File: config.mk
export PLATFORM = sky130hd
export DESIGN_NAME = uart_top
export DESIGN_NICKNAME = d
export VERILOG_FILES = /design/src/uart_pkg.sv /design/src/uart_regs.sv /design/src/uart_frac_baud.sv /design/src/uart_rx.sv /design/src/uart_tx.sv /design/src/uart_top.sv
export VERILOG_INCLUDE_DIRS = /design/src /design/src/src
export SDC_FILE = /design/constraint.sdc
export NUM_CORES = 1
export LEC_CHECK = 0
export ABC_AREA = 1
export BUFFER_PORTS_ARGS = -buffer_cell sky130_fd_sc_hd__buf_2
export CORE_MARGIN = 1
export CORE_UTILIZATION = 54
export CTS_BUF_LIST = sky130_fd_sc_hd__clkbuf_4 sky130_fd_sc_hd__clkbuf_8 sky130_fd_sc_hd__clkbuf_16
export CTS_CLUSTER_DIAMETER = 40
export DETAILED_ROUTE_END_ITERATION = 12
export GPL_ROUTABILITY_DRIVEN = 0
export GPL_TIMING_DRIVEN = 0
export PLACE_DENSITY = 0.83
export SLEW_MARGIN = 20
export SYNTH_ARGS = -nofsm -noshare
export SYNTH_HDL_FRONTEND = slang
export SYNTH_SLANG_ARGS = --single-unit
File: constraint.sdc
create_clock -name clk -period 3.4 [get_ports clk]
set_input_delay 0.34 -clock clk [delete_from_list [all_inputs] [get_ports clk]]
set_output_delay 0.34 -clock clk [all_outputs]
set_load 0.005 [all_outputs]
File: src/uart_defines.svh
`ifndef UART_DEFINES_SVH
`define UART_DEFINES_SVH

// wishbone address width, one byte per register
`define UART_ADR_W 3

// register map
`define UART_REG_DATA    3'd0
`define UART_REG_STATUS  3'd1
`define UART_REG_CTRL    3'd2
`define UART_REG_BAUD_LO 3'd3
`define UART_REG_BAUD_HI 3'd4
`define UART_REG_FRAC    3'd5

// divisors after reset
`define UART_BAUD_RESET 16'd433
`define UART_FRAC_RESET 8'd0

`endif

File: src/uart_pkg.sv
package uart_pkg;

    // one data byte, also the bus data width
    typedef logic [7:0] uart_byte_t;

    // bit period is divisor+1 clocks, plus one on accumulator carry
    typedef logic [15:0] uart_baud_t;
    typedef logic [7:0] uart_frac_t;

    // mode[1:0], hunt value, discard, rx en, hunt en, tx en, tx ninth bit
    typedef logic [7:0] uart_ctrl_t;

    // rx valid, tx free, noise, framing, parity, overrun, ninth bit, zero
    typedef logic [7:0] uart_status_t;

    // data byte with its ninth bit on top
    typedef logic [8:0] uart_frame_t;

    typedef enum logic [1:0] {
        RX_IDLE,
        RX_START,
        RX_DATA,
        RX_STOP
    } rx_state_e;

    typedef enum logic {
        TX_IDLE,
        TX_SHIFT
    } tx_state_e;

endpackage

File: src/uart_regs.sv
`timescale 1ns/100ps
`include "uart_defines.svh"

module uart_regs (
    input  logic                   clk,
    input  logic                   rst_n,
    input  logic                   wb_cyc,
    input  logic                   wb_stb,
    input  logic                   wb_we,
    input  logic [`UART_ADR_W-1:0] wb_adr,
    input  uart_pkg::uart_byte_t   wb_wdata,
    output uart_pkg::uart_byte_t   wb_rdata,
    output logic                   wb_ack,
    input  logic                   rx_valid,
    input  uart_pkg::uart_byte_t   rx_data,
    input  logic [4:0]             rx_status,
    input  logic                   tx_free,
    output uart_pkg::uart_ctrl_t   ctrl,
    output uart_pkg::uart_baud_t   baud,
    output uart_pkg::uart_frac_t   frac,
    output logic                   tx_write,
    output uart_pkg::uart_byte_t   tx_data,
    output logic                   rx_read
);

    logic                   req;
    logic                   wr_req;
    logic                   rd_req;
    uart_pkg::uart_status_t status;

    // a new request, not the tail of one already acknowledged
    assign req    = wb_cyc && wb_stb && !wb_ack;
    assign wr_req = req && wb_we;
    assign rd_req = req && !wb_we;

    // error and ninth-bit fields come straight from the receiver
    assign status = {1'b0, rx_status, tx_free, rx_valid};

    always_ff @(posedge clk or negedge rst_n) begin
        if (!rst_n) begin
            wb_ack   <= 1'b0;
            tx_write <= 1'b0;
            rx_read  <= 1'b0;
            // transmitter enabled out of reset
            ctrl     <= 8'h40;
            baud     <= `UART_BAUD_RESET;
            frac     <= `UART_FRAC_RESET;
        end else begin
            wb_ack <= req;
            // a full holding register drops the byte, the bus still gets ack
            tx_write <= wr_req && (wb_adr == `UART_REG_DATA) && tx_free;
            rx_read  <= rd_req && (wb_adr == `UART_REG_DATA);
            if (wr_req) begin
                case (wb_adr)
                    `UART_REG_CTRL:    ctrl <= wb_wdata;
                    `UART_REG_BAUD_LO: baud[7:0] <= wb_wdata;
                    `UART_REG_BAUD_HI: baud[15:8] <= wb_wdata;
                    `UART_REG_FRAC:    frac <= wb_wdata;
                    default: ;
                endcase
            end
        end
    end

    // read data is captured on the request, valid with ack
    always_ff @(posedge clk) begin
        if (wr_req && (wb_adr == `UART_REG_DATA)) begin
            tx_data <= wb_wdata;
        end
        if (rd_req) begin
            case (wb_adr)
                `UART_REG_DATA:    wb_rdata <= rx_data;
                `UART_REG_STATUS:  wb_rdata <= status;
                `UART_REG_CTRL:    wb_rdata <= ctrl;
                `UART_REG_BAUD_LO: wb_rdata <= baud[7:0];
                `UART_REG_BAUD_HI: wb_rdata <= baud[15:8];
                `UART_REG_FRAC:    wb_rdata <= frac;
                default:           wb_rdata <= '0;
            endcase
        end
    end

    // classic cycle: one ack per request, master drops stb on seeing it
    a_ack_single : assert property (
        @(posedge clk) disable iff (!rst_n) wb_ack |=> !wb_ack
    );

endmodule

File: src/uart_frac_baud.sv
`timescale 1ns/100ps

module uart_frac_baud (
    input  logic                 clk,
    input  logic                 rst_n,
    input  uart_pkg::uart_baud_t baud,
    input  uart_pkg::uart_frac_t frac,
    output logic                 baud_tick
);

    // one spare bit so baud+1 still fits
    logic [16:0] cnt;
    logic [16:0] limit;
    logic [8:0]  acc;

    // carry from the previous bit stretches this one by a clock
    assign limit = {1'b0, baud} + 17'(acc[8]);

    always_ff @(posedge clk or negedge rst_n) begin
        if (!rst_n) begin
            cnt       <= '0;
            acc       <= '0;
            baud_tick <= 1'b0;
        end else if (cnt >= limit) begin
            cnt       <= '0;
            acc       <= {1'b0, acc[7:0]} + {1'b0, frac};
            baud_tick <= 1'b1;
        end else begin
            cnt       <= cnt + 17'd1;
            baud_tick <= 1'b0;
        end
    end

endmodule

File: src/uart_rx.sv
`timescale 1ns/100ps

module uart_rx (
    input  logic                 clk,
    input  logic                 rst_n,
    input  logic                 rxd,
    input  uart_pkg::uart_ctrl_t ctrl,
    input  uart_pkg::uart_baud_t baud,
    input  uart_pkg::uart_frac_t frac,
    input  logic                 rx_read,
    output logic                 rx_valid,
    output uart_pkg::uart_byte_t rx_data,
    output logic [4:0]           rx_status
);

    uart_pkg::rx_state_e   state;
    uart_pkg::uart_frame_t shift;
    uart_pkg::uart_frame_t stage_frame;
    logic        rxd_meta;
    logic        rxd_sync;
    logic        rxd_prev;
    logic        armed;
    logic [16:0] bit_cnt;
    logic [16:0] limit;
    logic [15:0] half;
    logic [8:0]  acc;
    logic [3:0]  bit_idx;
    logic [3:0]  last_idx;
    logic        noise_acc;
    logic        pair_noise;
    logic        start_det;
    logic        mid;
    logic        bit_end;
    logic        done;
    logic        stage_valid;
    logic        stage_ovr;
    logic        stage_frm;
    logic        stage_noise;
    logic        move;
    logic        par_err;
    logic        accept;

    // two samples one clock apart around the sample point
    assign pair_noise = rxd_prev != rxd_sync;
    assign start_det  = (state == uart_pkg::RX_IDLE) && ctrl[4] && armed
                        && !rxd_prev && !rxd_sync;

    // timer restarts on every start edge
    assign limit    = {1'b0, baud} + 17'(acc[8]);
    assign half     = {1'b0, baud[15:1]} + 16'd1;
    assign mid      = (state != uart_pkg::RX_IDLE) && (bit_cnt == {1'b0, half});
    assign bit_end  = bit_cnt >= limit;
    assign last_idx = (ctrl[1:0] == 2'b00) ? 4'd7 : 4'd8;
    assign done     = mid && (state == uart_pkg::RX_STOP);

    // odd parity in mode 01, even in mode 10
    assign par_err = ((ctrl[1:0] == 2'b01) && !(^stage_frame))
                     || ((ctrl[1:0] == 2'b10) && (^stage_frame));
    assign accept  = (!ctrl[3] || !(par_err || stage_frm || stage_noise))
                     && (!ctrl[5] || (ctrl[1:0] != 2'b11) || (stage_frame[8] == ctrl[2]));
    assign move    = stage_valid && !rx_valid;

    always_ff @(posedge clk or negedge rst_n) begin
        if (!rst_n) begin
            rxd_meta <= 1'b1;
            rxd_sync <= 1'b1;
            rxd_prev <= 1'b1;
        end else begin
            rxd_meta <= rxd;
            rxd_sync <= rxd_meta;
            rxd_prev <= rxd_sync;
        end
    end

    always_ff @(posedge clk or negedge rst_n) begin
        if (!rst_n) begin
            state     <= uart_pkg::RX_IDLE;
            armed     <= 1'b0;
            bit_cnt   <= '0;
            acc       <= '0;
            bit_idx   <= '0;
            noise_acc <= 1'b0;
        end else begin
            if (state == uart_pkg::RX_IDLE || start_det || bit_end) begin
                bit_cnt <= '0;
            end else begin
                bit_cnt <= bit_cnt + 17'd1;
            end
            if (state == uart_pkg::RX_IDLE) begin
                acc <= '0;
            end else if (bit_end) begin
                acc <= {1'b0, acc[7:0]} + {1'b0, frac};
            end
            // a start needs the line seen high first, so a low stop does not retrigger
            if (state == uart_pkg::RX_IDLE && rxd_prev && rxd_sync) begin
                armed <= 1'b1;
            end else if (start_det) begin
                armed <= 1'b0;
            end
            if (mid) begin
                noise_acc <= noise_acc | pair_noise;
            end
            case (state)
                uart_pkg::RX_IDLE: begin
                    if (start_det) begin
                        state     <= uart_pkg::RX_START;
                        noise_acc <= 1'b0;
                    end
                end
                uart_pkg::RX_START: begin
                    // high at mid start bit is a glitch
                    if (mid && rxd_sync) begin
                        state <= uart_pkg::RX_IDLE;
                    end else if (bit_end) begin
                        state   <= uart_pkg::RX_DATA;
                        bit_idx <= '0;
                    end
                end
                uart_pkg::RX_DATA: begin
                    if (bit_end) begin
                        if (bit_idx == last_idx) begin
                            state <= uart_pkg::RX_STOP;
                        end
                        bit_idx <= bit_idx + 4'd1;
                    end
                end
                uart_pkg::RX_STOP: begin
                    if (mid) begin
                        state <= uart_pkg::RX_IDLE;
                    end
                end
                default: state <= uart_pkg::RX_IDLE;
            endcase
        end
    end

    always_ff @(posedge clk) begin
        if (start_det) begin
            shift <= '0;
        end else if (mid && (state == uart_pkg::RX_DATA)) begin
            shift[bit_idx] <= rxd_sync;
        end
        if (done) begin
            stage_frame <= shift;
        end
        if (move) begin
            rx_data <= stage_frame[7:0];
        end
    end

    always_ff @(posedge clk or negedge rst_n) begin
        if (!rst_n) begin
            stage_valid <= 1'b0;
            stage_ovr   <= 1'b0;
            stage_frm   <= 1'b0;
            stage_noise <= 1'b0;
            rx_valid    <= 1'b0;
            rx_status   <= '0;
        end else begin
            if (rx_read) begin
                rx_valid <= 1'b0;
            end
            if (move) begin
                stage_valid <= 1'b0;
                rx_valid    <= accept;
                rx_status   <= {stage_frame[8], stage_ovr, par_err, stage_frm, stage_noise};
            end
            // a full stage that is not moving now gets overwritten
            if (done) begin
                stage_valid <= 1'b1;
                stage_ovr   <= stage_valid && !move;
                stage_frm   <= !rxd_sync;
                stage_noise <= noise_acc | pair_noise;
            end
        end
    end

    a_valid_after_move : assert property (
        @(posedge clk) disable iff (!rst_n) $rose(rx_valid) |-> $past(move)
    );

endmodule

File: src/uart_tx.sv
`timescale 1ns/100ps

module uart_tx (
    input  logic                 clk,
    input  logic                 rst_n,
    input  uart_pkg::uart_ctrl_t ctrl,
    input  logic                 baud_tick,
    input  logic                 tx_write,
    input  uart_pkg::uart_byte_t tx_data,
    output logic                 tx_free,
    output logic                 txd
);

    uart_pkg::tx_state_e  state;
    uart_pkg::uart_byte_t hold_data;
    logic        hold_valid;
    logic        loaded;
    logic [10:0] shreg;
    logic [3:0]  bit_idx;
    logic [3:0]  last_idx;
    logic        ninth;
    logic        load;
    logic        start;
    logic        step;
    logic        finish;

    // eight-bit mode sends a one here, which acts as the stop bit
    always_comb begin
        case (ctrl[1:0])
            2'b01:   ninth = ~^hold_data;
            2'b10:   ninth = ^hold_data;
            2'b11:   ninth = ctrl[7];
            default: ninth = 1'b1;
        endcase
    end

    assign tx_free = ctrl[6] && !hold_valid;
    assign load    = hold_valid && !loaded;
    assign start   = (state == uart_pkg::TX_IDLE) && loaded && baud_tick;
    assign step    = (state == uart_pkg::TX_SHIFT) && baud_tick && (bit_idx != last_idx);
    assign finish  = (state == uart_pkg::TX_SHIFT) && baud_tick && (bit_idx == last_idx);

    always_ff @(posedge clk) begin
        if (tx_write && !hold_valid) begin
            hold_data <= tx_data;
        end
        // stop, ninth, data, start, LSB first
        if (load) begin
            shreg <= {1'b1, ninth, hold_data, 1'b0};
        end else if (start || step) begin
            shreg <= {1'b1, shreg[10:1]};
        end
    end

    always_ff @(posedge clk or negedge rst_n) begin
        if (!rst_n) begin
            state      <= uart_pkg::TX_IDLE;
            hold_valid <= 1'b0;
            loaded     <= 1'b0;
            bit_idx    <= '0;
            last_idx   <= '0;
            txd        <= 1'b1;
        end else begin
            if (tx_write && !hold_valid) begin
                hold_valid <= 1'b1;
            end else if (load) begin
                hold_valid <= 1'b0;
            end
            if (load) begin
                loaded   <= 1'b1;
                last_idx <= (ctrl[1:0] == 2'b00) ? 4'd9 : 4'd10;
            end
            if (start) begin
                state   <= uart_pkg::TX_SHIFT;
                bit_idx <= '0;
                txd     <= shreg[0];
            end else if (step) begin
                bit_idx <= bit_idx + 4'd1;
                txd     <= shreg[0];
            end else if (finish) begin
                state  <= uart_pkg::TX_IDLE;
                loaded <= 1'b0;
                txd    <= 1'b1;
            end
        end
    end

    a_idle_high : assert property (
        @(posedge clk) disable iff (!rst_n) (state == uart_pkg::TX_IDLE) |-> txd
    );

endmodule

File: src/uart_top.sv
`timescale 1ns/100ps
`include "uart_defines.svh"

module uart_top (
    input  logic                   clk,
    input  logic                   rst_n,
    input  logic                   wb_cyc,
    input  logic                   wb_stb,
    input  logic                   wb_we,
    input  logic [`UART_ADR_W-1:0] wb_adr,
    input  uart_pkg::uart_byte_t   wb_wdata,
    output uart_pkg::uart_byte_t   wb_rdata,
    output logic                   wb_ack,
    input  logic                   rxd,
    output logic                   txd
);

    uart_pkg::uart_ctrl_t ctrl;
    uart_pkg::uart_baud_t baud;
    uart_pkg::uart_frac_t frac;
    uart_pkg::uart_byte_t tx_data;
    uart_pkg::uart_byte_t rx_data;
    logic [4:0] rx_status;
    logic       rx_valid;
    logic       rx_read;
    logic       tx_write;
    logic       tx_free;
    logic       baud_tick;

    uart_regs u_regs (
        .clk       (clk),
        .rst_n     (rst_n),
        .wb_cyc    (wb_cyc),
        .wb_stb    (wb_stb),
        .wb_we     (wb_we),
        .wb_adr    (wb_adr),
        .wb_wdata  (wb_wdata),
        .wb_rdata  (wb_rdata),
        .wb_ack    (wb_ack),
        .rx_valid  (rx_valid),
        .rx_data   (rx_data),
        .rx_status (rx_status),
        .tx_free   (tx_free),
        .ctrl      (ctrl),
        .baud      (baud),
        .frac      (frac),
        .tx_write  (tx_write),
        .tx_data   (tx_data),
        .rx_read   (rx_read)
    );

    // shared divisors, the receiver runs its own timer
    uart_frac_baud u_baud (
        .clk       (clk),
        .rst_n     (rst_n),
        .baud      (baud),
        .frac      (frac),
        .baud_tick (baud_tick)
    );

    uart_rx u_rx (
        .clk       (clk),
        .rst_n     (rst_n),
        .rxd       (rxd),
        .ctrl      (ctrl),
        .baud      (baud),
        .frac      (frac),
        .rx_read   (rx_read),
        .rx_valid  (rx_valid),
        .rx_data   (rx_data),
        .rx_status (rx_status)
    );

    uart_tx u_tx (
        .clk       (clk),
        .rst_n     (rst_n),
        .ctrl      (ctrl),
        .baud_tick (baud_tick),
        .tx_write  (tx_write),
        .tx_data   (tx_data),
        .tx_free   (tx_free),
        .txd       (txd)
    );

endmodule

# Word-level counts from Yosys, hierarchy flattened
# Cells that the tools add are included.
# totals
ff_bits,181
in_bits,17
output_inout_bits,10
wordCells,204
# classes
addsub,9
n_lt_le_gt_ge,4
n_eq_ne,26
n_mux,48
bitwise_logic,2
reduce_logical,76
# op_table
cell,count
$pmux 8 s6,1
$add 16x1->17,2
$add 17x1->17 const B,2
$ge 17x17->1,2
$mux 17,2
$logic_and 1x1->1,31
$mux 4,6
$mux 1,23
$mux 10,2
$reduce_bool 2->1,10
$add 8x8->9,2
$mux 9,2
$eq 17x16->1,1
$add 15x1->16 const B,1
$mux 2,7
$logic_not 1->1,12
$ne 2x1->1 const B,6
$reduce_and 2->1,5
$bwmux 9,1
$logic_or 1x1->1,9
$reduce_xor 9->1,1
$add 4x1->4 const B,2
$eq 2x2->1 const B,4
$eq 4x4->1,2
24 further kinds,29

# Longest topological paths before layout
# Gate-level depths: netlist of run 1.
# depth
word_depth,10
ltp_mapped,22
mapped_depth_nobuf,22

# Modules after synthesis
# Synthesis of run 1 repeated with hierarchy kept, for this count alone.
# hier_totals
hier_cells,1371
area_unflattened_um2,11109.4
# modules_own_cells
module,instances,cells_each,area_per_inst_um2,seq_area_each_um2
uart_rx,1,619,4916.0,1870.5
uart_regs,1,283,2431.1,1363.8
uart_frac_baud,1,311,2354.8,675.6
uart_tx,1,158,1407.6,807.0

# Worst setup path before layout of run 1
# No wires, ideal clock.
# synth_timing
path_type,reg2reg
start,register u_regs.baud[0]
end,register u_rx.bit_cnt[14]
setup_time_ns,0.132
arrival_ns,3.242
t_required_ns,3.268
setup_slack_ns,0.026
stages_incl_launch_ff,22
period_less_slack_ns,3.374
cell_sequence,dfstp_2 > ha_1 > ha_1 > inv_1 > nor2_1 > inv_1 > nor2_1 > inv_1 > nor2_1 > nand2_1 > xor2_1 > ha_1 > nand4_1 > nor2_1 > nand4_1 > nand3_1 > a31oi_1 > inv_1 > nor2_1 > inv_1 > clkbuf_1 > nor2_1
# synth_between
elab_chain_len,4
# synth_rtl
element,line_no,source
"start, declared",uart_regs.sv:19,"output uart_pkg::uart_baud_t baud,"
"start signal, assigned",uart_regs.sv:46,baud <= `UART_BAUD_RESET;
"start signal, assigned",uart_regs.sv:56,`UART_REG_BAUD_LO: baud[7:0] <= wb_wdata;
$add 16x1->17,uart_rx.sv:49,"assign limit = {1'b0, baud} + 17'(acc[8]);"
$ge 17x17->1,uart_rx.sv:52,assign bit_end = bit_cnt >= limit;
$logic_or 1x1->1,uart_rx.sv:84,if (state == uart_pkg::RX_IDLE || start_det || bit_end) begin
$mux 17,uart_rx.sv:84,
"end signal, assigned",uart_rx.sv:87,bit_cnt <= bit_cnt + 17'd1;
"end, declared",uart_rx.sv:23,logic [16:0] bit_cnt;
# No other way between the ends.
# A chain may end at the register's enable or synchronous reset.

# Worst setup path after layout of run 1
# layout_timing
start,register u_regs.baud[1]
end,register u_rx.bit_cnt[9]
# The elaborated chain is that of the path after synthesis.

==> impl_results.md, run 1 <==
* Largest net degree at the start of global routing at 83
* Crit path cell chain: buf_4 > ha_4 > inv_4 > nor2_4 > buf_4 > buf_4 > buf_4 > buf_4 > buf_4 > xor2_2 > ha_1 > a21o_1 > o21ai_1 > nand2_1 > nand2_2 > nand3_2 > a31oi_4 > inv_4 > nor2_4 > clkinv_4 > clkbuf_16 > nor2_1
* Type of the most critical hold path: primary input to flop
* NumNets Final at 1332
* Crit. path cell count at 22
* Ant diodes at 0
* Non-Filler Cell Area, Final at 11500 sq um
* WP buf/inv at 10
* Rel. slew slack at 0.348
* Filler cell count at 1349
* Worst hold slack at 0.0932 ns
* Main combinational cell family by area after synthesis: simple AND/OR/NAND/NOR gates
* Total power draw at 5.85 mW
* DR pass1 iterations at 7
* Slew Limit Fails at 0
* Root Driver: clkbuf_16
* Synth cell count leaders: 281 x nand2_1, 138 x inv_1, 126 x nor2_1, 110 x dfrtp_1, 69 x o21ai_0
* Footprint of the multi-input gates at 4870 sq um
* Synth top area share at 0.275
* Mean Syn Cell Area at 8.48 sq um
* Worst Reg-to-Reg Cells at 22
* Max-cap violations at 0
* Core ar. at 18100 sq um
* Port bufs at 26
* Gr ovfl total at 0
* Max VDD drop at 0.494 mV
* Critical Path AT at 3.96 ns
* Initial Util at 0.554
* FF+latch count, synth at 180
* Slowest CP cell: dfrtp_2
* PwrDens at 507 nW/um^2
* Sequential cell area fraction in the yosys report at 0.470
* Clock Path Buffers at 2
* Final setup viols at 26
* Startpoint types: flop
* Crit path kind: flop to flop
* Worst setup path endpoint: u_rx.bit_cnt[9]
* Cells after Synth at 1182
* Count of warnings emitted by yosys at 0
* Adder-Cell Fraction of Synth Area at 0.0814
* Per-cell routed wire length at 16.4 um
* Fmax at 278 MHz
* Initial antenna violation count at 0
* Crit path from: u_regs.baud[1]
* Leading area contributor after synthesis: dfrtp_1
* Routed WL at 24600 um
* Post-synthesis compound-gate area fraction at 0.0917
* Hpwl dp at 16800 um
* Clk slew on worst S/H paths at 0.08 ns
* FF/Latch Area at 4720 sq um
* Synthesized cell area at 10000 sq um
* Most common cell in the netlist: nand2_1
* DR vias at 8467
* Family with the most delay on the worst path: buffers and inverters
* 1st-iter DRT viols at 816
* Layout cell share with drive strength beyond 1 at 0.132
* Slew @ Worst Pin at 0.970 ns
* Fin Clk Skew at 0.0138 ns
* Die area at 19100 sq um
* Dpl cell area at 10500 sq um
* Clock sink count at 180
* First-pass GRT wire length at 39200 um
* Synth cell types at 50
* RSZ-0062 raised after global routing: true
* Async S/R FF share, synth at 0.667
* EDFF count, synth at 50
* Final setup margin at -0.191 ns
* Worst r2r src: u_regs.baud[1]
* Leakage power at 5.38 nW
* Synthesis-to-layout area growth at 15.1%
* Total GRT Usage at 0.260
* Synth Area in Simple Gates at 0.232
* Hold Vio Cnt, Final at 0
* Status: complete, but fails checks
* Multiplexer share of the synthesized area at 0
* IO Pins at 27
* DRC Markers at 0
* WP data required at 3.77 ns
* Worst R2R End: u_rx.bit_cnt[9]
* Reg2reg setup slack at -0.19 ns
* Setup TNS at -3.12 ns
* Vias in the first global route at 8054
* Tcrit/Tclk final at 1.06
* Die Span Y at 138 um
* CTS tree: done
* Clk Latency, worst-skew pair at 0.45 ns
* Tmin final at 3.59 ns
* DR vias/cell at 5.67
* Die W at 138 um
* Post-synthesis xor/xnor area fraction at 0.0612
* Most used DFF post-synth: dfrtp_1
* # rows at 49
* Cell mode on critical path: buf_4
* Critical-path maximum fanout at 8
* Violations in the final reports: negative setup slack
* Slowest stage delay, CP at 0.45 ns
* Most area-consuming cells after synthesis: dfrtp_1 27%, edfxtp_1 15%, nand2_1 11%
* Antenna Nets Post-Route at 0
* Syn_nets at 1263
* CP endpoint kind: flop
* Htree depth at 4
* CTS Buf Count at 17
[where the power goes]
part	switching (mW)	leakage (nW)	internal [mW]
Combinational	0.804	2.98	0.486
Clock	1.00	0.300	1.01
Sequential	0.174	2.10	2.38
[state kept, by name, indices dropped and copies added, names as in the netlist, 3 cells and up, named ones only]
register	flops
u_baud.cnt	17
u_rx.bit_cnt	17
u_regs.baud	16
u_tx.shreg	10
u_baud.acc	9
u_rx.acc	9
u_rx.shift	9
u_rx.stage_frame	9
u_regs.ctrl	8
u_regs.frac	8
u_regs.tx_data	8
u_regs.wb_rdata	8
u_rx.rx_data	8
u_tx.hold_data	8
u_rx.rx_status	5
u_rx.bit_idx	4
u_tx.bit_idx	4
u_tx.last_idx	3
[how the worst min path moves through the flow]
stage,from,end,cells after the start
2_1_floorplan,rst_n,async pin,0
3_3_place_gp,u_rx.rxd_meta,u_rx.rxd_sync,0
3_5_place_dp,rst_n,u_baud.acc[4],1
4_1_cts,wb_we,u_regs.rx_read,2
5_1_grt,wb_we,u_regs.rx_read,2
6_report,wb_we,u_regs.rx_read,2
[kinds of logic after synthesis]
family / count (synthesis)
buf+inv: 165
simple gates: 541
fa+ha+maj: 64
xor+xnor: 70
flops: 180
compound gates: 162
[worst reg2reg max path: stages (launching register included)]
cell and delay, ns:
dfrtp_2 0.45, buf_4 0.17, ha_4 0.17, inv_4 0.06, nor2_4 0.03, buf_4 0.13
buf_4 0.12, buf_4 0.12, buf_4 0.12, buf_4 0.13, xor2_2 0.14, ha_1 0.33
a21o_1 0.17, o21ai_1 0.14, nand2_1 0.08, nand2_2 0.10, nand3_2 0.09, a31oi_4 0.25
inv_4 0.08, nor2_4 0.17, clkinv_4 0.14, clkbuf_16 0.20, nor2_1 0.10
[timing repair]
action / 4_1_cts / 5_1_grt
endpoints found under the hold margin: 36 / 0
pin swaps: 12 / 14
setup buffers: 14 / 5
gates resized for setup: 36 / 43
setup endpoints to repair: 56 / 59
hold buffers: 2 / 0
gates cloned: 1 / 1
[layer usage]
| metal | routed length [um] | up-vias | GRT usage |
|---|---|---|---|
| met1 | 10100 | 3959 | 0.329 |
| met3 | 1710 | 103 | 0.0547 |
| met5 | 0 | - | 0 |
| met4 | 1060 | 0 | 0.125 |
| met2 | 11700 | 374 | 0.428 |
| li1 | - | 4031 | - |
[layout by cell type (no fill, tap or decap), types with 6 or more instances in the layout]
cell type	instances
buf_4	21
xor2_1	44
buf_2	30
clkinv_1	6
clkbuf_16	19
nor3_1	26
dfstp_2	10
nor2_4	9
ha_1	58
clkinv_8	6
o21ai_0	60
o2111ai_1	7
nand2_2	10
nor3b_1	6
inv_1	133
nor2_2	11
a221oi_1	7
dfrtp_1	109
nand4_1	17
a21oi_1	45
nand2_1	273
edfxtp_1	50
nand3_1	50
nor2_1	115
dfxtp_1	10
clkbuf_1	8
xnor2_1	24
o21ai_1	19
[area by class of cell]
type | instances | area share
clock inverters | 15 | 0.0166
well taps | 229 | 0.0248
plain buffers | 19 | 0.0106
inverters | 146 | 0.0484
clock buffers | 17 | 0.0369
multi-input cells | 837 | 0.422
flip-flops and latches | 180 | 0.409
repair buffers | 50 | 0.0317
[stage by stage]
stage,cells,util,setup WS (ns)
finish,1493,0.638,-0.191
global route,1493,0.638,-0.269
CTS,1487,0.628,-0.0130
detailed placement,1438,0.579,-1.11
global placement,1437,0.577,-1.03
floorplan,1182,-,0.0263
(Power assumes the default switching activity.)
==> run 2: changes to the inputs <==
- CORE_MARGIN: 1 -> 4
- GPL_TIMING_DRIVEN: 0 -> default
==> impl_results.md, run 2 (synthesis results as in run 1) <==
* Synthesis-to-layout area growth at 13.3%
* Sequential cell fraction of total power at 0.447
* FF/Latch Area at 4720 sq um
* NumNets Final at 1316
* Non-Filler Cell Area, Final at 11400 sq um
* CTS tree: done
* Gr ovfl total at 0
* Max-cap violations at 0
* Tcrit/Tclk final at 0.974
* Final setup viols at 0
* Clock Path Buffers at 2
* Core ar. at 18100 sq um
* Slowest CP cell: dfstp_2
* Max VDD drop at 0.337 mV
* First-pass GRT wire length at 39400 um
* Clock sink count at 180
* Tmin final at 3.31 ns
* Die Span Y at 144 um
* Util after Layout at 0.628
* Type of the most critical hold path: primary input to async pin
* Slowest stage delay, CP at 0.61 ns
* Vias in the first global route at 8108
* Per-cell routed wire length at 16.7 um
* Startpoint types: flop
* Crit path cell chain: nand2_2 > nor2_2 > inv_1 > nor2_4 > inv_2 > nor2_4 > nand2_1 > xor2_1 > ha_1 > a21oi_2 > o21ai_0 > nor2_1 > nand3_2 > a31oi_4 > inv_2 > nor2_4 > buf_6 > nand2_1 > nor2_1
* Family with the most delay on the worst path: simple AND/OR/NAND/NOR gates
* Cell mode on critical path: nor2_4
* Final non-filler cell total at 1477
* WP buf/inv at 4
* Status: finished, final reports clean
* Port bufs at 26
* CP endpoint kind: flop
* Slew Limit Fails at 0
* Root Driver: clkbuf_16
* Power share of the clock group at 0.354
* Layout cell share with drive strength beyond 1 at 0.119
* Crit path kind: flop to flop
* Clk Latency, worst-skew pair at 0.46 ns
* RSZ-0062 raised after global routing: true
* Largest net degree at the start of global routing at 69
* Die W at 144 um
* Fmax at 302 MHz
* Critical-path maximum fanout at 6
* Die area at 20800 sq um
* Sw Ratio at 0.340
* DR vias/cell at 5.66
* WP data required at 3.78 ns
* Most frequent cells in the layout: 279 x nand2_1, 133 x inv_1, 118 x nor2_1, 109 x dfrtp_1, 64 x o21ai_0
* Hpwl dp at 17900 um
* Footprint of the multi-input gates at 4810 sq um
* Clk slew on worst S/H paths at 0.08 ns
* Routed WL at 24700 um
* Placed cells at 1440
* Net Sw Power at 1.95 mW
* Critical Path AT at 3.69 ns
* Int Pwr at 3.79 mW
* DRC Markers at 0
* Initial Util at 0.554
* 1st-iter DRT viols at 800
* DR pass1 iterations at 8
* Initial antenna violation count at 0
* # rows at 49
* Total GRT Usage at 0.241
* Ant diodes at 0
* Total power draw at 5.74 mW
* IO Pins at 27
* Logic pwr share at 0.198
* Htree depth at 4
* Slew @ Worst Pin at 0.906 ns
* Fin Clk Skew at 0.0148 ns
* Dpl cell area at 10500 sq um
* Leakage power at 5.29 nW
* DR vias at 8367
* PwrDens at 506 nW/um^2
* Hold Vio Cnt, Final at 0
* Largest registers: u_baud.cnt x17, u_rx.bit_cnt x17, u_regs.baud x16
* Most common cell after layout, fill and taps aside: nand2_1
* Filler cell count at 1358
* Rel. slew slack at 0.396
* CTS Buf Count at 17
* Antenna Nets Post-Route at 0
## run 2: power groups by stage
stage	logic (mW)	registers, mW	clock network (mW)
floorplan	0.757	2.52	0
global placement	0.989	2.59	0
detailed placement	1.03	2.60	0
CTS	1.07	2.56	2.06
global route	1.29	2.58	2.13
finish	1.14	2.57	2.04
## run 2: area by class of cell
class	instances	area share
Clock buffer	17	0.0375
Tap cell	229	0.0252
Clock inverter	15	0.0175
Sequential cell	180	0.415
Inverter	146	0.0487
Timing Repair Buffer	53	0.0318
Multi-Input combinational cell	837	0.424
## run 2: through the flow
stage	setup TNS, ns	setup WS [ns]	hold slack (ns)
6_report	0	0.0885	0.00395
3_3_place_gp	-0.0335	-0.0121	0.346
4_1_cts	0	0.0118	0.0403
3_5_place_dp	-1.39	-0.135	0.348
2_1_floorplan	0	0.0263	0.0444
5_1_grt	-1.79	-0.120	0.0910
## run 2: worst reg2reg max path, cell delays in order, from the launching register on
cell,delay [ns]
dfstp_2,0.61
nand2_2,0.14
nor2_2,0.22
inv_1,0.12
nor2_4,0.13
inv_2,0.06
nor2_4,0.13
nand2_1,0.08
xor2_1,0.14
ha_1,0.33
a21oi_2,0.12
o21ai_0,0.11
nor2_1,0.13
nand3_2,0.10
a31oi_4,0.20
inv_2,0.09
nor2_4,0.20
buf_6,0.15
nand2_1,0.06
nor2_1,0.12
## run 2: layer usage
layer,up-vias,track usage,share of wire
li1,3997,-,-
met1,3903,0.305,0.41
met2,343,0.394,0.48
met3,124,0.0446,0.063
met4,0,0.128,0.054
met5,-,0,0
## run 2: what timing repair did
| action | in CTS | in global routing |
|---|---|---|
| buffers inserted | 0 | 4 |
| pin swaps | 0 | 14 |
| gates resized for setup | 4 | 45 |
| hold buffers | 1 | 0 |
| hold endpoints to repair | 1 | 0 |
| cloned | 0 | 1 |
| endpoints found under the setup margin | 23 | 58 |
## run 2: final timing paths
path	startpoint	end	slack [ns]	cells after the start
max in group asynchronous	rst_n	u_baud.cnt[12]	2.55	2
worst min register to register	u_rx.rxd_meta	u_rx.rxd_sync	0.36	0
min in group clk	wb_we	u_regs.rx_read	0.10	2
worst max-delay path	u_regs.baud[5]	u_rx.bit_cnt[15]	0.09	19
worst max register to register	u_regs.baud[5]	u_rx.bit_cnt[15]	0.09	19
worst min-delay path	rst_n	u_baud.acc[6]	0.004	1
